## config.mk

```make
export PLATFORM = sky130hd
export DESIGN_NAME = axil_ram_port
export DESIGN_NICKNAME = d
export VERILOG_FILES = /design/src/tcm_pkg.sv /design/src/axil_ram_port.sv
export SDC_FILE = /design/constraint.sdc
export NUM_CORES = 1
export LEC_CHECK = 0
export BUFFER_PORTS_ARGS = -buffer_cell sky130_fd_sc_hd__buf_2
export CAP_MARGIN = 15
export CORE_AREA = 2 2 101 103
export CTS_BUF_LIST = sky130_fd_sc_hd__clkbuf_8
export CTS_CLUSTER_SIZE = 12
export DETAILED_ROUTE_END_ITERATION = 12
export DIE_AREA = 0 0 103 105
export GPL_ROUTABILITY_DRIVEN = 1
export GPL_TIMING_DRIVEN = 1
export PLACE_DENSITY = 0.61
export SETUP_SLACK_MARGIN = 0.2
export SYNTH_ARGS = -nofsm -noshare
export SYNTH_HDL_FRONTEND = slang
export SYNTH_SLANG_ARGS = --single-unit
```

## constraint.sdc

```tcl
create_clock -name clk -period 6.1 [get_ports clk]
set_input_delay 0.305 -clock clk [delete_from_list [all_inputs] [get_ports clk]]
set_output_delay 0.305 -clock clk [all_outputs]
set_load 0.1 [all_outputs]
```

## src/tcm_pkg.sv

```systemverilog
`default_nettype none

package tcm_pkg;

    // ==================================================
    // Widths
    // ==================================================
    localparam int ADDR_W = 32;                   // Byte address
    localparam int DATA_W = 32;                   // One word per beat
    localparam int STRB_W = DATA_W / 8;           // Byte lanes

    // ==================================================
    // Response codes
    // ==================================================
    typedef logic [1:0] resp_t;

    localparam resp_t RESP_OKAY   = 2'b00;        // Normal access
    localparam resp_t RESP_SLVERR = 2'b10;        // Address outside both TCMs

    // ==================================================
    // AXI4-Lite channel payloads
    // ==================================================
    typedef struct packed {
        logic [ADDR_W-1:0] addr;                  // Byte address
        logic [2:0]        prot;                  // Not used by the TCM
    } axil_aw_t;

    typedef struct packed {
        logic [DATA_W-1:0] data;
        logic [STRB_W-1:0] strb;                  // One bit per byte lane
    } axil_w_t;

    typedef struct packed {
        resp_t resp;
    } axil_b_t;

    typedef struct packed {
        logic [ADDR_W-1:0] addr;
        logic [2:0]        prot;                  // Not used by the TCM
    } axil_ar_t;

    typedef struct packed {
        logic [DATA_W-1:0] data;
        resp_t             resp;
    } axil_r_t;

    // Internal single-port RAM request
    typedef struct packed {
        logic [ADDR_W-1:0] addr;                  // Byte address not yet decoded
        logic [DATA_W-1:0] wdata;
        logic [STRB_W-1:0] mask;                  // Zero on reads
        logic              write;                 // Low for a read
    } ram_req_t;

endpackage

`default_nettype wire
```

## src/axil_ram_port.sv

```systemverilog
`default_nettype none

module axil_ram_port import tcm_pkg::*; (
    input  logic              clk,
    input  logic              rst,
    // Write address
    input  axil_aw_t          aw,
    input  logic              aw_valid,
    output logic              aw_ready,
    // Write data
    input  axil_w_t           w,
    input  logic              w_valid,
    output logic              w_ready,
    // Write response
    output axil_b_t           b,
    output logic              b_valid,
    input  logic              b_ready,
    // Read address
    input  axil_ar_t          ar,
    input  logic              ar_valid,
    output logic              ar_ready,
    // Read data
    output axil_r_t           r,
    output logic              r_valid,
    input  logic              r_ready,
    // RAM request bus
    output ram_req_t          req,
    output logic              req_valid,
    input  logic              hit_err,
    input  logic [DATA_W-1:0] rdata,
    input  logic              rd_err
);

    typedef enum logic [1:0] {IDLE, READ_WAIT, B_HOLD, R_HOLD} state_t;

    state_t state;
    logic   init_done;                            // Low for one cycle after reset
    logic   ready_en;                             // Free to accept
    logic   wr_pair;                              // AW and W both offered
    logic   wr_go;                                // Write accepted this cycle
    logic   rd_go;                                // Read accepted this cycle

    // ==================================================
    // Accept logic
    // ==================================================
    assign ready_en = init_done && (state == IDLE);
    assign wr_pair  = aw_valid && w_valid;
    assign wr_go    = ready_en && wr_pair;
    assign rd_go    = ready_en && ar_valid && !wr_pair; // Writes win

    assign aw_ready = ready_en && wr_pair;        // AW and W rise together
    assign w_ready  = ready_en && wr_pair;
    assign ar_ready = ready_en && !wr_pair;

    // Request formed straight from the channel payload
    always_comb begin
        req.addr  = wr_go ? aw.addr : ar.addr;
        req.wdata = w.data;
        req.mask  = wr_go ? w.strb : '0;          // Empty mask on reads
        req.write = wr_go;
    end

    assign req_valid = wr_go || rd_go;

    // ==================================================
    // Transaction FSM
    // ==================================================
    always_ff @(posedge clk) begin
        if (rst) begin
            state     <= IDLE;
            init_done <= 1'b0;
        end else begin
            init_done <= 1'b1;
            case (state)
                IDLE: begin
                    if (wr_go) begin
                        state <= B_HOLD;          // RAM written on this edge
                    end else if (rd_go) begin
                        state <= READ_WAIT;       // RAM latches the address
                    end
                end
                READ_WAIT: begin
                    state <= R_HOLD;              // Data captured below
                end
                B_HOLD: begin
                    if (b_ready) begin
                        state <= IDLE;
                    end
                end
                R_HOLD: begin
                    if (r_ready) begin
                        state <= IDLE;
                    end
                end
                default: begin
                    state <= IDLE;
                end
            endcase
        end
    end

    // ==================================================
    // Response registers
    // ==================================================
    always_ff @(posedge clk) begin
        if (wr_go) begin
            b.resp <= hit_err ? RESP_SLVERR : RESP_OKAY;
        end
        if (state == READ_WAIT) begin
            r.data <= rdata;                      // Zero on a decode miss
            r.resp <= rd_err ? RESP_SLVERR : RESP_OKAY;
        end
    end

    assign b_valid = (state == B_HOLD);           // Held until b_ready
    assign r_valid = (state == R_HOLD);           // Held until r_ready

endmodule

`default_nettype wire

```

==> results of run 1 <==
cell usage after synthesis (2+ instances only):
cell type	number
buf_4	36
edfxtp_1	34
mux2_2	33
and2_1	5
buf_6	3
dfxtp_1	3
nand2_1	3
nor2_1	3
nor2b_1	3
a21oi_1	2
cells by family after synthesis:
family | after synthesis | synth area share (%)
buf+inv | 41 | 16.5
flops | 37 | 57.2
mux | 33 | 19.7
simple gates | 16 | 4.96
compound gates | 4 | 1.46
other cells | 1 | 0.198
power by group through the flow:
stage | Combinational, W | Clock [W] | Sequential (W)
floorplan | 0.000289 | 0 | 0.000370
global placement | 0.000319 | 0 | 0.000302
detailed placement | 0.000320 | 0 | 0.000302
CTS | 0.000321 | 0.000206 | 0.000297
global route | 0.000330 | 0.000218 | 0.000298
finish | 0.000319 | 0.000199 | 0.000297
per-stage QoR:
step	total power [W]	worst slack (ns)	util [%]	instances	hold slack, ns
after floorplan	0.000659	3.68	-	133	0.362
after global placement	0.000621	3.99	27.9	412	0.482
after detailed placement	0.000623	3.95	27.9	412	0.483
after CTS	0.000824	3.74	29.0	420	0.187
after global routing	0.000846	3.59	29.0	420	0.175
final	0.000815	3.76	29.1	421	0.197
layer usage:
layer	track usage, %	wire, um	vias to the layer above
met2	16.9	2790	150
met3	5.89	951	6
li1	-	-	739
met1	10.4	1980	669
met5	0	0	-
met4	2.54	55	0
registers in the layout, indices dropped and copies added (netlist names):
register and count:
b 1, init_done 1, r 33, state 2
worst max path at each step:
stage | startpoint | endpoint | slack (ns) | cells after the start
3_5_place_dp | aw_valid | req[64] | 3.95 | 6
2_1_floorplan | state[1] | ar_ready | 3.68 | 4
4_1_cts | state[1] | req[64] | 3.74 | 4
5_1_grt | init_done | req[42] | 3.59 | 5
3_3_place_gp | w_valid | req[41] | 3.99 | 6
6_report | state[1] | req[64] | 3.76 | 4
final cells by class:
class	count	area [um^2]	share of cell area (%)
clock buffer	5	68.8	2.46
sequential	37	1080	38.6
clock inverter	3	37.5	1.34
tap	133	166	5.94
antenna	1	2.50	0.0893
multi-input combinational	55	508	18.1
timing repair buffer	186	933	33.3
inverter	1	3.75	0.134
==> flow_metrics.py, run 1 <==
metrics = {
    "sta": {
        "setup_viol": 0,
        "worst_slew_pin_slew_ns": 0.902,
        "finalSetupTns_ns": 0,
        "rsz0062_at_grt": "false",
        "slew_violations": 0,
        "period_share_pct": 38.4,
        "clock_skew_ns": 0.00510,
        "max_freq_mhz": 427,
        "hold_viol": 0,
        "relSlewSlack_pct": 39.8,
        "period_minus_slack_ns": 2.34,
    },
    "detailed_routing": {
        "ant_nets": 0,
        "drt_iter0_markers": 72,
        "drcViolationCount": 0,
        "vias": 1564,
        "via_per_inst": 3.71,
        "routed_wl_um": 5770,
        "wl_per_cell_um": 13.7,
        "drtPass1Iterations": 3,
    },
    "logic_synthesis": {
        "synth_top_area_share_pct": 54.0,
        "async_reset_ff_share_pct": 0,
        "synth_edf_count": 34,
        "yosys_warnings": 0,
        "ys_ff_latch": 37,
        "ys_seq_area_share_pct": 57.2,
        "synthFlopType": "edfxtp_1",
        "synth_top_cell_by_area": "edfxtp_1",
        "synth_area_um2": 1890,
        "synthCells": 132,
        "syn_avg_cell_area_um2": 14.3,
        "synthTopCellsByArea": "edfxtp_1, mux2_2, buf_4, dfxtp_1, buf_6",
        "ys_types": 17,
    },
    "finish": {
        "area_growth_pct": 48.2,
        "fin_nets": 433,
        "layout_commonest_cell": "buf_2",
        "num-fill-cells": 1037,
        "drive_above_1_share_pct": 79.1,
        "final_cell_mix": "buf_2, edfxtp_1, mux2_2, and2_1, clkbuf_8",
        "fin_area_um2": 2800,
    },
    "clock_tree": {
        "cts.sinks": 37,
        "cts_made_buffers": 5,
        "h-tree-depth": 2,
        "cts_setup_buffers": 0,
        "hold_buffers": 0,
        "cts_buffer_depth": 2,
        "clk_pin_slew_worst_paths_ns": 0.07,
        "cts_tree": "yes",
        "cts_resized": 0,
        "root_buffer": "clkbuf_8",
        "insertion_delay_ns": 0.28,
    },
    "worst_hold_path": {
        "hold_depth": 1,
        "hold_end": "r[21]",
        "min-delay-start": "rdata[19]",
        "hold_path_class": "input pin to flip-flop",
    },
    "global_routing": {
        "grt_max_degree": 41,
        "antenna_found_initial": 0,
        "grt-ovfl-total": 0,
        "grt_pass1_wl_um": 8210,
        "grt_pass1_vias": 1531,
        "grt_usage_pct": 9.96,
    },
    "worst_setup_path": {
        "crit_required_ns": 5.79,
        "ff2ff_path_depth": 1,
        "cp_data_arrival_time_ns": 2.04,
        "critPathMaxStageDelay_ns": 0.41,
        "crit_path_end_kind": "primary output",
        "start_kind": "flip-flop",
        "crit_type": "flip-flop to primary output",
        "worst-r2r-setup-slack_ns": 4.41,
        "cp_top_family": "buffers and inverters",
        "slowest_stage": "dfxtp_1",
        "worstPathCellList": "nor3_4, buf_4, mux2_2, buf_2",
        "path_max_fanout": 40,
        "crit_buf_inv": 2,
        "r2r-end": "r[28]",
        "worstReg2RegStart": "state[0]",
    },
    "place": {
        "portBuffers": 185,
        "place_congestion": 0.668,
        "post_dp_cell_area_um2": 2690,
        "place_hpwl_um": 4930,
    },
    "die": {
        "die_area_um2": 10800,
        "die_w_um": 103,
        "coreArea_um2": 9640,
        "fp.dieH_um": 105,
        "io_pins": 258,
        "rows": 36,
        "start_util_pct": 19.6,
    },
    "outcome": {
        "status": "completed",
    },
    "pwr": {
        "internal_power_w": 0.000471,
        "p_per_area_nw_per_um2": 291,
        "power_frac_seq_pct": 36.4,
        "p_sw_share_pct": 42.1,
        "switchingPower_w": 0.000343,
        "peakVddDrop_v": 0.000127,
        "leakage_nw": 1.32,
        "p_clk_share_pct": 24.5,
        "pwr-share-comb_pct": 39.1,
    },
    "flow_run": {
        "maxCapViolations": 0,
    },
}
No activity file was read; power rests on OpenSTA's default activity.
==> inputs of run 2 (changes only) <==
clock period = 2.37 ns   (was 6.1 ns; I/O delays follow)
==> run 2 against run 1 <==
Against the previous run: clock skew is 0.00098 ns lower; die area stayed put; cell area is 2.8% higher; critical path depth stayed put; clock-buffer cell count stayed put.
==> flow_metrics.py, run 2 (synthesis gave the netlist of run 1 again) <==
metrics = {
    "outcome": {
        "status": "completed",
    },
    "worst_setup_path": {
        "critPathMaxStageDelay_ns": 0.42,
        "cp_top_family": "buffers and inverters",
        "slowest_stage": "dfxtp_1",
        "crit_buf_inv": 2,
        "cp_data_arrival_time_ns": 1.86,
        "crit_required_ns": 2.25,
        "crit_path_end_kind": "primary output",
        "start_kind": "flip-flop",
        "crit_type": "flip-flop to primary output",
        "path_max_fanout": 40,
        "worstPathCellList": "nor3_4, buf_12, mux2_2, buf_2",
    },
    "pwr": {
        "p_clk_share_pct": 20.1,
        "leakage_nw": 1.35,
        "peakVddDrop_v": 0.000255,
        "internal_power_w": 0.00112,
        "power_frac_seq_pct": 38.2,
        "p_per_area_nw_per_um2": 694,
        "pwr-share-comb_pct": 41.7,
        "p_sw_share_pct": 44.0,
        "switchingPower_w": 0.000879,
    },
    "sta": {
        "setup_viol": 0,
        "whs_ns": 0.0170,
        "rsz0062_at_grt": "false",
        "clock_skew_ns": 0.00411,
        "finalSetupTns_ns": 0,
        "period_minus_slack_ns": 1.98,
        "relSlewSlack_pct": 65.9,
        "period_share_pct": 83.7,
        "worst_slew_pin_slew_ns": 0.514,
        "max_freq_mhz": 504,
        "slew_violations": 0,
        "hold_viol": 0,
    },
    "finish": {
        "top_regs": "r x33, state x2",
        "post-route-util_pct": 29.9,
        "drive_above_1_share_pct": 77.7,
        "stdcell_count": 429,
        "antenna_cells": 0,
        "layout_commonest_cell": "buf_2",
        "final_cell_mix": "buf_2, edfxtp_1, mux2_2, dlygate4sd3_1",
        "regMostFlops": "r",
        "num-fill-cells": 1012,
        "largest_reg_flops": 33,
        "fin_nets": 442,
        "area_growth_pct": 52.3,
    },
    "clock_tree": {
        "h-tree-depth": 2,
        "insertion_delay_ns": 0.28,
        "cts_buffer_depth": 2,
        "cts.sinks": 37,
        "root_buffer": "clkbuf_8",
        "cts_tree": "yes",
        "cts_made_buffers": 5,
        "clk_pin_slew_worst_paths_ns": 0.07,
        "cts_resized": 0,
    },
    "place": {
        "portBuffers": 185,
        "place_hpwl_um": 4680,
        "place_congestion": 0.706,
        "dp_cells": 413,
    },
    "worst_hold_path": {
        "hold_path_class": "input pin to flip-flop",
    },
    "die": {
        "start_util_pct": 19.6,
        "io_pins": 258,
        "fp.dieH_um": 105,
        "die_w_um": 103,
        "coreArea_um2": 9640,
        "die_area_um2": 10800,
        "rows": 36,
    },
    "detailed_routing": {
        "routed_wl_um": 5500,
        "drt_iter0_markers": 57,
        "via_per_inst": 3.70,
        "vias": 1587,
        "drcViolationCount": 0,
        "drtPass1Iterations": 4,
        "ant_nets": 0,
        "wl_per_cell_um": 12.8,
    },
    "global_routing": {
        "grt_pass1_wl_um": 7680,
        "grt_usage_pct": 9.18,
        "grt_max_degree": 41,
        "grt-ovfl-total": 0,
        "grt_pass1_vias": 1414,
        "antenna_found_initial": 0,
    },
    "flow_run": {
        "maxCapViolations": 0,
    },
}
[run 2: worst register-to-register path, stage by stage (launching register included)]
cell,delay [ns]
dfxtp_1,0.49
nor2b_4,0.19
buf_4,0.36
[run 2: layout make-up]
cell class | count | area [um^2] | area share [%]
clock buffer | 5 | 68.8 | 2.39
multi-input combinational | 55 | 512 | 17.8
sequential | 37 | 1080 | 37.5
clock inverter | 3 | 13.8 | 0.478
tap | 133 | 166 | 5.78
inverter | 1 | 3.75 | 0.130
timing repair buffer | 195 | 1030 | 35.9
[run 2: path summary, 6_finish.rpt]
kind	end	depth (start not counted)	slack, ns	startpoint
max	req[62]	4	0.39	state[1]
min	r[33]	1	0.02	rdata[31]
max reg2reg	r[5]	2	0.97	state[0]
min reg2reg	state[1]	2	0.60	init_done
[run 2: repair_timing]
action | 4_1_cts | 5_1_grt
hold buffers | 2 | 6
endpoints found under the setup margin | 0 | 0
buffers inserted | 0 | 0
endpoints found under the hold margin | 2 | 6
[run 2: per-stage QoR]
stage          power, W  worst slack, ns  instance area, um^2
2_1_floorplan   0.00170            0.270                 1900
3_3_place_gp    0.00160            0.689                 2720
3_5_place_dp    0.00161            0.645                 2720
4_1_cts         0.00202            0.330                 2820
5_1_grt         0.00208            0.263                 2880
6_report        0.00200            0.387                 2880
[run 2: layer usage]
metal	vias to the layer above	GRT usage [%]	part of all wire [%]
met4	0	2.82	0.76
met3	4	3.88	14
li1	758	-	-
met5	-	0	0
met1	681	10.5	37
met2	144	15.3	48
[run 2: power groups by stage]
stage / registers [W] / logic, W / clock network (W)
5_1_grt: 0.000767 / 0.000863 / 0.000453
3_3_place_gp: 0.000777 / 0.000825 / 0
2_1_floorplan: 0.000951 / 0.000746 / 0
4_1_cts: 0.000763 / 0.000833 / 0.000428
6_report: 0.000763 / 0.000833 / 0.000401
3_5_place_dp: 0.000778 / 0.000829 / 0
==> inputs of run 3 (changes only) <==
clock period = 1.9 ns   (was 2.37 ns; I/O delays follow)
==> run 3 against run 2 <==
Against the previous run: first-iteration DRC count is 23% lower; worst setup slack worse by 0.38 ns; combinational power grew 68%; cell count rose by 11%; non-clock buffer count rose by 46; critical path depth increased by 3; cell area is 44% higher; core utilization grew 13 points; total power rose by 43%; critical endpoint is now req[52]; largest power group unchanged.
==> flow_metrics.py, run 3 (synthesis gave the netlist of run 1 again) <==
metrics = {
    "outcome": {
        "status": "completed",
    },
    "global_routing": {
        "grt_pass1_wl_um": 10200,
        "grt_pass1_vias": 2045,
        "grt_usage_pct": 12.4,
        "met1_usage_pct": 9.54,
        "grt-ovfl-total": 0,
        "gr-usage-met3_pct": 5.89,
        "antenna_found_initial": 0,
        "grt_busiest_layer": "met2",
        "use_met2_pct": 25.5,
        "grt_max_degree": 34,
    },
    "die": {
        "die_w_um": 103,
        "fp.dieH_um": 105,
        "io_pins": 258,
        "coreArea_um2": 9640,
        "die_area_um2": 10800,
        "rows": 36,
        "start_util_pct": 19.6,
    },
    "worst_hold_path": {
        "min-delay-start": "ar_valid",
        "hold_end": "state[0]",
        "hold_path_class": "input pin to flip-flop",
        "hold_depth": 3,
    },
    "detailed_routing": {
        "wl_per_cell_um": 14.8,
        "drtPass1Iterations": 2,
        "via_per_inst": 3.86,
        "ant_nets": 0,
        "drcViolationCount": 0,
        "vias": 1834,
        "routed_wl_um": 7040,
        "drt_iter0_markers": 44,
    },
    "finish": {
        "drive_above_1_share_pct": 75.4,
        "fin_area_um2": 4140,
        "top_regs": "r x33, state x2",
        "stdcell_count": 475,
        "final_cell_mix": "buf_2, buf_12, dlygate4sd3_1, edfxtp_1, mux2_4",
        "area_growth_pct": 119,
        "layout_commonest_cell": "buf_2",
        "antenna_cells": 0,
        "fin_nets": 488,
        "regMostFlops": "r",
        "largest_reg_flops": 33,
        "num-fill-cells": 940,
    },
    "worst_setup_path": {
        "crit_required_ns": 1.80,
        "slowest_stage": "dfxtp_4",
        "r2r-end": "b[1]",
        "start_kind": "flip-flop",
        "worstPathCellList": "nand3_4, nor3_4, buf_6, buf_6, clkbuf_16, mux2_4, buf_12",
        "cp_data_arrival_time_ns": 1.80,
        "critPathMaxStageDelay_ns": 0.37,
        "ff2ff_path_depth": 8,
        "worstReg2RegStart": "init_done",
        "crit_type": "flip-flop to primary output",
        "crit_path_end_kind": "primary output",
        "path_max_fanout": 5,
        "worst-r2r-setup-slack_ns": 0.36,
        "cpMostUsedCell": "buf_6",
    },
    "sta": {
        "slew_violations": 0,
        "setup_viol": 0,
        "setup_ws_ns": 0.00607,
        "max_freq_mhz": 528,
        "finalSetupTns_ns": 0,
        "period_share_pct": 99.7,
        "period_minus_slack_ns": 1.89,
        "rsz0062_at_grt": "true",
        "hold_viol": 0,
        "clock_skew_ns": 0.00334,
    },
    "clock_tree": {
        "h-tree-depth": 2,
        "cts.sinks": 37,
        "clk_pin_slew_worst_paths_ns": 0.07,
        "cts_made_buffers": 5,
        "insertion_delay_ns": 0.28,
        "cts_buffer_depth": 2,
        "root_buffer": "clkbuf_8",
        "cts_tree": "yes",
    },
    "pwr": {
        "peakVddDrop_v": 0.000256,
        "p_total_w": 0.00285,
        "p_per_area_nw_per_um2": 688,
        "leakage_nw": 1.88,
    },
    "place": {
        "post_dp_cell_area_um2": 3050,
        "dp_slack_ns": 0.191,
        "place_congestion": 0.698,
        "portBuffers": 185,
        "place_hpwl_um": 4750,
        "dp_cells": 413,
    },
    "flow_run": {
        "maxCapViolations": 0,
    },
}
==> run 3: what timing repair did <==
item,4_1_cts,5_1_grt
setup buffers,11,3
gates cloned,4,1
hold endpoints to repair,37,0
endpoints found under the setup margin,36,39
pin swaps,3,3
hold buffers,35,0
resized for setup,109,6
==> run 3: area by class of cell <==
cell class | instances | area, um^2 | share of cell area [%]
clock buffer | 5 | 68.8 | 1.66
multi-input combinational | 55 | 622 | 15.0
inverter | 1 | 3.75 | 0.0908
timing repair buffer | 241 | 2170 | 52.5
sequential | 37 | 1090 | 26.4
tap | 133 | 166 | 4.02
clock inverter | 3 | 12.5 | 0.303
==> run 3: critical path, delay by kind of cell, from the launching register on <==
kind                   cells  cell delay, ns
buffers and inverters      4            0.58
DFF                        1            0.37
muxes                      1            0.31
and+or+nand+nor            2            0.26
==> run 3: metrics by stage <==
step | util, % | hold WS (ns)
2_1_floorplan | - | 0.152
3_3_place_gp | 31.7 | 0.191
3_5_place_dp | 31.7 | 0.191
4_1_cts | 42.2 | 0.0959
5_1_grt | 42.9 | 0.108
6_report | 42.9 | 0.0949
==> run 3: how the worst max path moves through the flow <==
stage	cells past startpoint	startpoint	endpoint
after floorplan	1	state[0]	r[10]
after global placement	5	init_done	req[62]
after detailed placement	5	init_done	req[62]
after CTS	7	init_done	req[49]
after global routing	7	init_done	req[52]
final	7	init_done	req[52]
==> run 3: where the power goes <==
| part | internal [W] | total (W) | switching [W] |
|---|---|---|---|
| sequential | 0.000935 | 0.000949 | 0.0000142 |
| clock | 0.000246 | 0.000500 | 0.000254 |
| combinational | 0.000499 | 0.00140 | 0.000899 |
| total | 0.00168 | 0.00285 | 0.00117 |
==> run 3: per-layer routing <==
metal | up-vias | routed length, um | part of all wire (%)
li1 | 848 | - | -
met1 | 831 | 2120 | 30
met2 | 147 | 4010 | 57
met3 | 8 | 820 | 12
met4 | 0 | 95 | 1.3
met5 | - | 0 | 0
