**src/tcm_pkg.sv**
```systemverilog
`default_nettype none

package tcm_pkg;

    // ==================================================
    // Widths
    // ==================================================
    localparam int ADDR_W = 32;                   // Byte address
    localparam int DATA_W = 32;                   // One word per beat
    localparam int STRB_W = DATA_W / 8;           // Byte lanes

    // ==================================================
    // Response codes
    // ==================================================
    typedef logic [1:0] resp_t;

    localparam resp_t RESP_OKAY   = 2'b00;        // Normal access
    localparam resp_t RESP_SLVERR = 2'b10;        // Address outside both TCMs

    // ==================================================
    // AXI4-Lite channel payloads
    // ==================================================
    typedef struct packed {
        logic [ADDR_W-1:0] addr;                  // Byte address
        logic [2:0]        prot;                  // Not used by the TCM
    } axil_aw_t;

    typedef struct packed {
        logic [DATA_W-1:0] data;
        logic [STRB_W-1:0] strb;                  // One bit per byte lane
    } axil_w_t;

    typedef struct packed {
        resp_t resp;
    } axil_b_t;

    typedef struct packed {
        logic [ADDR_W-1:0] addr;
        logic [2:0]        prot;                  // Not used by the TCM
    } axil_ar_t;

    typedef struct packed {
        logic [DATA_W-1:0] data;
        resp_t             resp;
    } axil_r_t;

    // Internal single-port RAM request
    typedef struct packed {
        logic [ADDR_W-1:0] addr;                  // Byte address not yet decoded
        logic [DATA_W-1:0] wdata;
        logic [STRB_W-1:0] mask;                  // Zero on reads
        logic              write;                 // Low for a read
    } ram_req_t;

endpackage

`default_nettype wire
```
**src/tcm_bank_select.sv**
```systemverilog
`default_nettype none

module tcm_bank_select import tcm_pkg::*; #(
    parameter logic [ADDR_W-1:0] ITCM_BASE  = 32'h0000_0000,
    parameter int                ITCM_DEPTH = 512,
    parameter logic [ADDR_W-1:0] DTCM_BASE  = 32'h0001_0000,
    parameter int                DTCM_DEPTH = 256
) (
    input  logic                          clk,
    input  logic                          rst,
    input  ram_req_t                      req,
    input  logic                          req_valid,
    output logic                          hit_err,
    output logic [DATA_W-1:0]             rdata,
    output logic                          rd_err,
    output logic [$clog2(ITCM_DEPTH)-1:0] itcm_addr,
    output logic [DATA_W-1:0]             itcm_din,
    output logic                          itcm_we,
    output logic [STRB_W-1:0]             itcm_wem,
    input  logic [DATA_W-1:0]             itcm_dout,
    output logic [$clog2(DTCM_DEPTH)-1:0] dtcm_addr,
    output logic [DATA_W-1:0]             dtcm_din,
    output logic                          dtcm_we,
    output logic [STRB_W-1:0]             dtcm_wem,
    input  logic [DATA_W-1:0]             dtcm_dout
);

    localparam int LSB     = $clog2(STRB_W);      // Byte offset bits
    localparam int ITCM_AW = $clog2(ITCM_DEPTH);
    localparam int DTCM_AW = $clog2(DTCM_DEPTH);

    localparam logic [ADDR_W-1:0] ITCM_END = ITCM_BASE + ADDR_W'(ITCM_DEPTH * STRB_W);
    localparam logic [ADDR_W-1:0] DTCM_END = DTCM_BASE + ADDR_W'(DTCM_DEPTH * STRB_W);

    typedef enum logic [1:0] {SEL_NONE, SEL_ITCM, SEL_DTCM} sel_t;

    logic              itcm_hit;
    logic              dtcm_hit;
    logic [ADDR_W-1:0] itcm_off;                  // Offset into ITCM window
    logic [ADDR_W-1:0] dtcm_off;                  // Offset into DTCM window
    sel_t              sel_q;                     // Bank of the last read

    // ==================================================
    // Address decode
    // ==================================================
    assign itcm_hit = (req.addr >= ITCM_BASE) && (req.addr < ITCM_END);
    assign dtcm_hit = (req.addr >= DTCM_BASE) && (req.addr < DTCM_END);
    assign hit_err  = !itcm_hit && !dtcm_hit;     // Neither window

    assign itcm_off = req.addr - ITCM_BASE;
    assign dtcm_off = req.addr - DTCM_BASE;

    // Request steering
    assign itcm_addr = itcm_off[LSB +: ITCM_AW];  // Word index
    assign itcm_din  = req.wdata;
    assign itcm_wem  = req.mask;
    assign itcm_we   = req_valid && req.write && itcm_hit; // Hit bank only

    assign dtcm_addr = dtcm_off[LSB +: DTCM_AW];
    assign dtcm_din  = req.wdata;
    assign dtcm_wem  = req.mask;
    assign dtcm_we   = req_valid && req.write && dtcm_hit;

    // ==================================================
    // Read return path
    // ==================================================
    always_ff @(posedge clk) begin
        if (rst) begin
            sel_q <= SEL_NONE;
        end else if (req_valid && !req.write) begin
            if (itcm_hit) begin
                sel_q <= SEL_ITCM;
            end else if (dtcm_hit) begin
                sel_q <= SEL_DTCM;
            end else begin
                sel_q <= SEL_NONE;                // Decode miss
            end
        end
    end

    always_comb begin
        case (sel_q)
            SEL_ITCM: rdata = itcm_dout;
            SEL_DTCM: rdata = dtcm_dout;
            default:  rdata = '0;                 // Miss reads as zero
        endcase
    end

    assign rd_err = (sel_q == SEL_NONE);

endmodule

`default_nettype wire

```
**config.mk**
```make
export PLATFORM = sky130hd
export DESIGN_NAME = tcm_bank_select
export DESIGN_NICKNAME = d
export VERILOG_FILES = /design/src/tcm_pkg.sv /design/src/tcm_bank_select.sv
export SDC_FILE = /design/constraint.sdc
export NUM_CORES = 1
export LEC_CHECK = 0
export BUFFER_PORTS_ARGS = -buffer_cell sky130_fd_sc_hd__buf_2
export CAP_MARGIN = 30
export CORE_AREA = 2 2 103 105
export CTS_CLUSTER_SIZE = 16
export DETAILED_ROUTE_END_ITERATION = 7
export DIE_AREA = 0 0 105 107
export PLACE_DENSITY_LB_ADDON = 0.05
export SLEW_MARGIN = 15
export SYNTH_ARGS = -nofsm -noshare
export SYNTH_HDL_FRONTEND = slang
export SYNTH_SLANG_ARGS = --single-unit
```
**constraint.sdc**
```tcl
create_clock -name clk -period 3.3 [get_ports clk]
set_input_delay 0.66 -clock clk [delete_from_list [all_inputs] [get_ports clk]]
set_output_delay 0.66 -clock clk [all_outputs]
set_load 0.01 [all_outputs]
```
==> results of run 1 <==
## cell families after synthesis
| logic type | after synthesis | share of synthesized area |
|---|---|---|
| flops | 2 | 0.02860 |
| fa+ha+maj | 3 | 0.02681 |
| compound gates | 35 | 0.1948 |
| simple gates | 48 | 0.2422 |
| buf+inv | 100 | 0.5076 |
## metal layers
layer  vias to the layer above  track usage
met3                        28      0.03222
met4                         0      0.03524
met5                         -            0
met1                       569      0.06419
li1                        626            -
met2                        92       0.1303
## critical path, cell delays in order
cell and delay [ns]:
buf_2 0.10, nor4_2 0.31, nand3_2 0.19, nor4_2 0.29
buf_2 0.17
## cell usage after synthesis (all sizes together)
library cell  instances  area, µm²
a211o                 1      8.760
a22oi                32      240.2
buf                  90      673.1
clkbuf                8      30.03
dfxtp                 2      40.04
ha                    3      37.54
inv                   2      7.510
nand2                 2      7.510
nand2b                2      12.51
nand3                 1      10.01
nand3b                2      15.01
nor2b                32      200.2
nor4                  7      81.33
o31ai                 1      7.510
o41ai                 1      16.27
or2                   1      6.260
or3                   1      6.260
## layout by cell type (no fill, tap or decap)
| master | n |
|---|---|
| buf_2 | 126 |
| a22oi_1 | 32 |
| nor2b_1 | 32 |
| nor4_2 | 6 |
| buf_4 | 5 |
| ha_1 | 3 |
| clkbuf_8 | 3 |
| inv_1 | 2 |
| nand2_1 | 2 |
| nand2b_1 | 2 |
| nand3b_1 | 2 |
| dfxtp_1 | 2 |
| nand3_2 | 1 |
| nor4_1 | 1 |
| a211o_1 | 1 |
| or2_2 | 1 |
| o41ai_2 | 1 |
| or3_1 | 1 |
| o31ai_1 | 1 |
## area by class of cell
type                    count  area share
repair buffers            131      0.4238
clock buffers               3     0.02619
flip-flops and latches      2     0.02540
inverters                   2    0.004762
multi-input cells          86      0.4119
well taps                 136      0.1079
## final timing paths
path	from	endpoint	slack [ns]	cells past startpoint
max	req[51]	dtcm_we	0.91	5
min	sel_q[0]	sel_q[0]	0.52	2
max reg2reg	sel_q[1]	sel_q[1]	2.67	2
min reg2reg	sel_q[0]	sel_q[0]	0.52	2
## metrics by stage
stage | cells | hold slack (ns) | util
floorplan | 188 | 0.4774 | -
finish | 360 | 0.5220 | 0.1562
global route | 360 | 0.5461 | 0.1562
CTS | 360 | 0.5284 | 0.1562
detailed placement | 357 | 0.5220 | 0.1521
global placement | 357 | 0.5371 | 0.1521
## report_power, final
part / internal (W) / switching (W)
logic: 0.0000399 / 0.0000211
clock network: 0.0000770 / 0.0000181
registers: 0.0000244 / 0.00000000000382
total: 0.000141 / 0.0000392
==> results.md, run 1 <==
* Final number of setup-violating endpoints at 0
* Most flops, register: sel_q
* Grt ovf at 0
* Final Cycle Share at 0.7234
* Top sig layer: met4
* Total number of vias at 1315
* Total wire length at 4.321 mm
* Horiz. Die Dim at 105 µm
* Synth Warn # at 0
* First-pass GRT wire length at 6.451 mm
* NumNets Final at 365
* Worst Path Arrival at 1.73 ns
* Biggest registers after layout: sel_q x2
* Final ANT Viol Nets at 0
* Final setup margin at 0.9129 ns
* Total CTS buffers at 3
* Total GRT Usage at 0.07010
* Outcome: complete, no violations
* Final GP Congestion at 0.6071
* Critical Path Fanout Max at 5
* Die area at 0.01124 mm²
* Clock Skew at 0 ns
* Area of the multi-input gates at 649.4 µm²
* Drt first pass iters at 3
* CTS tree: yes
* Max Clk Rate at 418.9 MHz
* Max reg flops at 2
* Syn nets at 327
* Tot Pwr at 0.0001805 W
* Post-cts resize count at 0
* DRC Markers at 0
* Clock Sink Count at 2
* I/O pin total at 261
* Reg area at 40.04 µm²
* H-tree depth at 1
* Area delta synth->final at 12.60%
* FF+latch count, synth at 2
* Startpoint Class: input pin
* Worst Setup End Kind: primary output
* Fillers at 1212
* Placement Setup Slack at 0.9151 ns
* Cell area after synthesis at 0.001400 mm²
* Post-Syn Instances at 188
* Die height at 107 µm
* Cell variety after synth at 19
* Cell area after layout at 0.001577 mm²
* Post-route setup TNS at 0 ns
* Post-CTS Setup Inserts at 0
* CP required at 2.64 ns
* Share of cells above drive strength 1 at 0.6384
* Met2 WL at 2.171 mm
* Core Region at 0.01009 mm²
* Clock transition at the registers of the reported paths at 0.03 ns
* Max_cap viols at 0
* Hold WC Path Type: flip-flop to flip-flop
* Worst VDD drop at 0.05851 mV
* Port Buf Inserts at 126
* RSZ-0062 raised after global routing: false
* Post-CTS Hold Fix Bufs at 0
* Clock latency on the worst-skew pair at 0.21 ns
* 1st-iter DRT viols at 60
* Mean post-synth cell area at 7.447 µm²
* Initial Util at 0.1387
* Slew HR at 0.8235
* WL per Instance at 12.00 µm
* Clock Path Buffers at 2
* Initial antenna violation count at 0
* Rows at 37
* WL met1 at 1.430 mm
* Worst setup path category: input pin to primary output
* Seq/Total Area, Yosys at 0.02860
* Post-DP Area at 0.001535 mm²
* Pwr/cell area at 114.5 mW/mm²
* Clk Tree Root Cell: clkbuf_8
* Final Hold Fails at 0
* Pleak at 0.6871 nW
* Final Critical Period at 2.387 ns
* Via density at 3.653
* DR WL met3 at 558 µm
* Antenna diodes at 0
* Vias in the first global route at 1348
* Largest net degree at the start of global routing at 31
* Max Slew Vio Count at 0
* Placed wire-length estimate at 3.523 mm
* Worst-Margin Slew at 0.2625 ns
Note: power is estimated with default switching activity, not from simulation.
==> inputs of run 2 (changes only) <==
CORE_AREA = 2 2 100 102   (was 2 2 103 105)
DIE_AREA = 0 0 102 104   (was 0 0 105 107)
clock period = 2 ns   (was 3.3 ns; I/O delays follow)
==> results.md, run 2 (same netlist as run 1, synthesis figures left out) <==
* Outcome: complete, no violations
* Max reg flops at 2 (unchanged)
* Clk Tree Root Cell: clkbuf_8
* Placed wire-length estimate at 3.727 mm (+5.8%)
* Most frequent cells in the layout: 126 x buf_2, 32 x a22oi_1, 32 x nor2b_1
* Total GRT Usage at 0.08091 (+0.01081)
* Initial Util at 0.1466 (+0.007889)
* Non-filler cells, final at 356 (-1.1%)
* Critical Path Fanout Max at 32 (+27)
* Initial antenna violation count at 0 (unchanged)
* Max Clk Rate at 537.3 MHz
* Crit-path max cell delay at 0.35 ns (+0.04 ns)
* Commonest non-fill, non-tap cell in the layout: buf_2
* DRC Markers at 0 (unchanged)
* Total number of vias at 1377 (+4.7%)
* WL per Instance at 13.03 µm (+8.5%)
* Worst Path Arrival at 1.46 ns (-0.27 ns)
* Fillers at 1162 (-4.1%)
* Rows at 36 (-2.7%)
* Clock Skew at 0 ns (unchanged)
* 1st-iter DRT viols at 30 (-50%)
* NumNets Final at 364 (-0.27%)
* Worst VDD drop at 0.1128 mV (+93%)
* Area delta synth->final at 12.87%
* Grt ovf at 0 (unchanged)
* Die height at 104 µm (-2.8%)
* Port Buf Inserts at 126 (unchanged)
* Sw Ratio at 0.2270 (+0.009981)
* Final ANT Viol Nets at 0 (unchanged)
* Logic pwr share at 0.328 (-0.010)
* Pwr/cell area at 191.3 mW/mm² (+67%)
* Startpoint Class: flip-flop
* R2R setup slack at 1.37 ns (-1.30 ns)
* Power share of the clock group at 0.539 (+0.012)
* Share of cells above drive strength 1 at 0.6368 (-0.001622)
* Crit-path cells: inv_1 -> ha_1 -> buf_8 -> a22oi_1 -> nor2b_1 -> buf_2
* I/O pin total at 261 (unchanged)
* Clock Sink Count at 2 (unchanged)
* Final Hold Fails at 0 (unchanged)
* Total wire length at 4.637 mm (+7.3%)
* Final Cycle Share at 0.9306
* Pleak at 0.6848 nW (-0.34%)
* Horiz. Die Dim at 102 µm (-2.9%)
* Placed cell count at 353 (-1.1%)
* Net Switching at 0.00006862 W (+75%)
* Drt first pass iters at 4 (+1)
* Max Slew Vio Count at 0 (unchanged)
* Sequential Power Share at 0.133 (-0.002)
* Slew HR at 0.8204 (-0.003162)
* Hold WC Path Type: input pin to flip-flop
* Core Region at 0.009549 mm² (-5.4%)
* First-pass GRT wire length at 6.824 mm (+5.8%)
* Most flops, register: sel_q
* Via density at 3.868 (+5.9%)
* Clock transition at the registers of the reported paths at 0.03 ns (about the same)
* Post-route setup TNS at 0 ns (unchanged)
* Vias in the first global route at 1419 (+5.3%)
* Post-CTS Setup Inserts at 0 (unchanged)
* Worst Setup End Kind: primary output
* Die area at 0.01061 mm² (-5.6%)
* Total CTS buffers at 3 (unchanged)
* CP required at 1.60 ns (-1.04 ns)
* Worst-Margin Slew at 0.2694 ns (+0.006928 ns)
* Final GP Congestion at 0.6272 (+3.3%)
* Final Critical Period at 1.861 ns
* Crit-path slowest cell: dfxtp_1
* H-tree depth at 1 (unchanged)
* Final number of setup-violating endpoints at 0 (unchanged)
* Clock Path Buffers at 2 (unchanged)
* CTS tree: yes
* Internal at 0.0002337 W (+65%)
* Largest net degree at the start of global routing at 33 (+6.5%)
* Max_cap viols at 0 (unchanged)
* Clock latency on the worst-skew pair at 0.21 ns (about the same)
* Biggest registers after layout: sel_q x2
* RSZ-0062 raised after global routing: false
* Antenna diodes at 0 (unchanged)
* Worst setup path category: flip-flop to primary output
## run 2: cell count changes in the layout (fill, tap and decap cells not counted), sizes merged
cell	delta
buf	-1
## run 2: final cells by class
type                            instances  area [µm²]  share of cell area
Clock buffer                            3       41.29             0.02613
Inverter                                2       7.507            0.004751
Timing Repair Buffer                  130       675.6              0.4276
Sequential cell                         2       40.04             0.02534
Multi-Input combinational cell         86       649.4              0.4109
Tap cell                              133       166.4              0.1053
## run 2: critical path, delay by kind of cell, from the launching register on
family | cells | cell delay, ns
AOI/OAI and AO/OA | 1 | 0.22
adders and majority gates | 1 | 0.20
buffers and inverters | 3 | 0.40
DFF | 1 | 0.35
and+or+nand+nor | 1 | 0.07
## run 2: routing by layer
layer,share of wire,global-route usage
met5,0,0
met4,0.056,0.06381
met3,0.19,0.05444
met2,0.42,0.1208
met1,0.34,0.07618
## run 2: path summary, 6_finish.rpt
kind / cells after the start / endpoint / from
worst min-delay path: 2 / sel_q[1] / rst
worst max-delay path: 6 / rdata[6] / sel_q[1]
worst min register to register: 2 / sel_q[1] / sel_q[1]
worst max register to register: 2 / sel_q[0] / sel_q[0]
## run 2: repair_timing
item / CTS / global route
resized for setup: 0 / 4
setup endpoints to repair: 0 / 32
hold buffers: 0 / 0
## run 2: stage by stage
stage	hold WS [ns]	total power, W	cell area, µm²	utilization	setup WS, ns
final	0.4245	0.0003023	1580	0.1655	0.1388
after global routing	0.4353	0.0003190	1580	0.1655	0.01175
after CTS	0.4205	0.0003104	1565	0.1639	0.007324
after detailed placement	0.5153	0.0001411	1524	0.1596	0.1328
after global placement	0.5276	0.0001410	1524	0.1596	0.1136
after floorplan	0.4774	0.0002324	1400	-	0.3319
## run 2: power by group through the flow
stage	registers [W]	clock network, W	logic (W)
after detailed placement	0.0000407	0	0.000100
after global placement	0.0000407	0	0.000100
final	0.0000402	0.000163	0.0000992
after global routing	0.0000402	0.000169	0.000110
after CTS	0.0000402	0.000170	0.000101
after floorplan	0.0000407	0	0.000192
==> inputs of run 3 (changes only) <==
CAP_MARGIN = default   (was 30)
PLACE_DENSITY = 0.54   (was default)
PLACE_DENSITY_LB_ADDON = default   (was 0.05)
==> results.md, run 3 (same netlist as run 1, synthesis figures left out) <==
* Drt first pass iters at 4 (unchanged)
* Final ANT Viol Nets at 0 (unchanged)
* Area delta synth->final at 12.87% (unchanged)
* Port Buf Inserts at 126 (unchanged)
* Total wire length at 4.469 mm (-3.6%)
* Clk Tree Root Cell: clkbuf_8
* Worst-Margin Slew at 0.3013 ns (+0.03186 ns)
* Reg2reg start: sel_q[1]
* Reg-to-Reg End: sel_q[1]
* Via density at 3.788 (-2.1%)
* Pleak at 0.6926 nW (+1.1%)
* Die height at 104 µm (unchanged)
* Antenna diodes at 0 (unchanged)
* Core Region at 0.009549 mm² (unchanged)
* Worst setup path category: input pin to primary output
* Final Critical Period at 1.922 ns (+0.06113 ns)
* Final Hold Fails at 0 (unchanged)
* Total GRT Usage at 0.07710 (-0.003810)
* CP required at 1.60 ns (about the same)
* Commonest non-fill, non-tap cell in the layout: buf_2
* Max Slew Vio Count at 0 (unchanged)
* Die area at 0.01061 mm² (unchanged)
* CP Launch Point: req[68]
* Share of cells above drive strength 1 at 0.6400 (+0.003229)
* Largest net degree at the start of global routing at 17 (-48%)
* Worst Setup End Kind: primary output
* Reg2Reg Depth at 2 (unchanged)
* Initial antenna violation count at 0 (unchanged)
* Vias in the first global route at 1286 (-9.4%)
* DRC Markers at 0 (unchanged)
* 1st-iter DRT viols at 42 (+40%)
* Final number of setup-violating endpoints at 0 (unchanged)
* Max Clk Rate at 520.2 MHz (-3.2%)
* Post-cts resize count at 0 (unchanged)
* Total number of vias at 1356 (-1.5%)
* Total CTS buffers at 3 (unchanged)
* Worst VDD drop at 0.1687 mV (+50%)
* Placed wire-length estimate at 3.713 mm (-0.36%)
* Post-DP Area at 0.001539 mm² (+0.99%)
* Critical path destination: itcm_we
* Post-CTS Hold Fix Bufs at 0 (unchanged)
* Post-CTS Setup Inserts at 0 (unchanged)
* Clock latency on the worst-skew pair at 0.21 ns (about the same)
* Final GP Congestion at 0.6854 (+9.3%)
* Clock transition at the registers of the reported paths at 0.03 ns (about the same)
* Hold WC Path Type: input pin to flip-flop
* I/O pin total at 261 (unchanged)
* Grt ovf at 0 (unchanged)
* Biggest registers after layout: sel_q x2
* NumNets Final at 366 (+0.55%)
* Worst Path Arrival at 1.52 ns (+0.06 ns)
* Outcome: complete, no violations
* RSZ-0062 raised after global routing: false
* Max reg flops at 2 (unchanged)
* First-pass GRT wire length at 6.272 mm (-8.1%)
* Most flops, register: sel_q
* Rows at 36 (unchanged)
* Max_cap viols at 0 (unchanged)
* Post-route setup TNS at 0 ns (unchanged)
* Pwr/cell area at 192.8 mW/mm² (+0.78%)
* R2R setup slack at 1.39 ns (+0.02 ns)
* Clock Sink Count at 2 (unchanged)
* WL per Instance at 12.48 µm (-4.2%)
* Startpoint Class: input pin
* Clock Skew at 0 ns (unchanged)
* CTS tree: yes
* Initial Util at 0.1466 (unchanged)
* H-tree depth at 1 (unchanged)
* Critical Path Fanout Max at 5 (-84%)
* Slew HR at 0.7975 (-0.02291)
* Clock Path Buffers at 2 (unchanged)
* Most frequent cells in the layout: 126 x buf_2, 32 x a22oi_1, 32 x nor2b_1
* Final Cycle Share at 0.9612 (+0.03057)
* Fillers at 1117 (-3.9%)
* Cell area after layout at 0.001580 mm² (unchanged)
* Horiz. Die Dim at 102 µm (unchanged)
## run 3: cell count changes in the layout (fill, tap and decap cells not counted), sizes merged
cell,delta
buf,+2
## run 3: routing by layer
| metal | routed length (µm) | up-vias | global-route usage |
|---|---|---|---|
| li1 | - | 631 | - |
| met1 | 1323 | 569 | 0.06242 |
| met2 | 2255 | 116 | 0.1433 |
| met3 | 608 | 40 | 0.02688 |
| met4 | 282 | 0 | 0.06286 |
| met5 | 0 | - | 0 |
## run 3: critical path, stage by stage
cell and delay, ns:
buf_2 0.10, nor4_2 0.34, nand2_1 0.21, nor4_1 0.29, buf_2 0.17
## run 3: final cells by class
class                   count  area [µm²]  share of cell area
clock buffers               3       41.29             0.02613
inverters                   2       7.507            0.004751
multi-input cells          86       649.4              0.4109
flip-flops and latches      2       40.04             0.02534
well taps                 133       166.4              0.1053
repair buffers            132       675.6              0.4276
## run 3: through the flow
step | cells | total power (W) | hold WS, ns | util | worst slack [ns]
finish | 358 | 0.0003046 | 0.4156 | 0.1655 | 0.07769
global route | 358 | 0.0003289 | 0.4262 | 0.1655 | 0.02215
CTS | 358 | 0.0003106 | 0.4104 | 0.1655 | 0.06426
detailed placement | 355 | 0.0001437 | 0.5206 | 0.1612 | 0.07511
global placement | 355 | 0.0001413 | 0.5038 | 0.1612 | 0.07906
floorplan | 188 | 0.0002324 | 0.4774 | - | 0.3319
## run 3: how the worst min path moves through the flow
stage                     depth (start not counted)      from       end  slack [ns]
final                                             2       rst  sel_q[1]        0.42
after global placement                            2  sel_q[0]  sel_q[0]        0.50
after CTS                                         2       rst  sel_q[1]        0.41
after floorplan                                   2  sel_q[0]  sel_q[0]        0.48
after detailed placement                          2  sel_q[1]  sel_q[1]        0.52
after global routing                              2       rst  sel_q[1]        0.43
## run 3: power breakdown
part              switching (W)  internal, W  leakage [nW]
combinational         0.0000364    0.0000660         0.655
clock                 0.0000344     0.000128        0.0216
sequential     0.00000000000623    0.0000402        0.0161
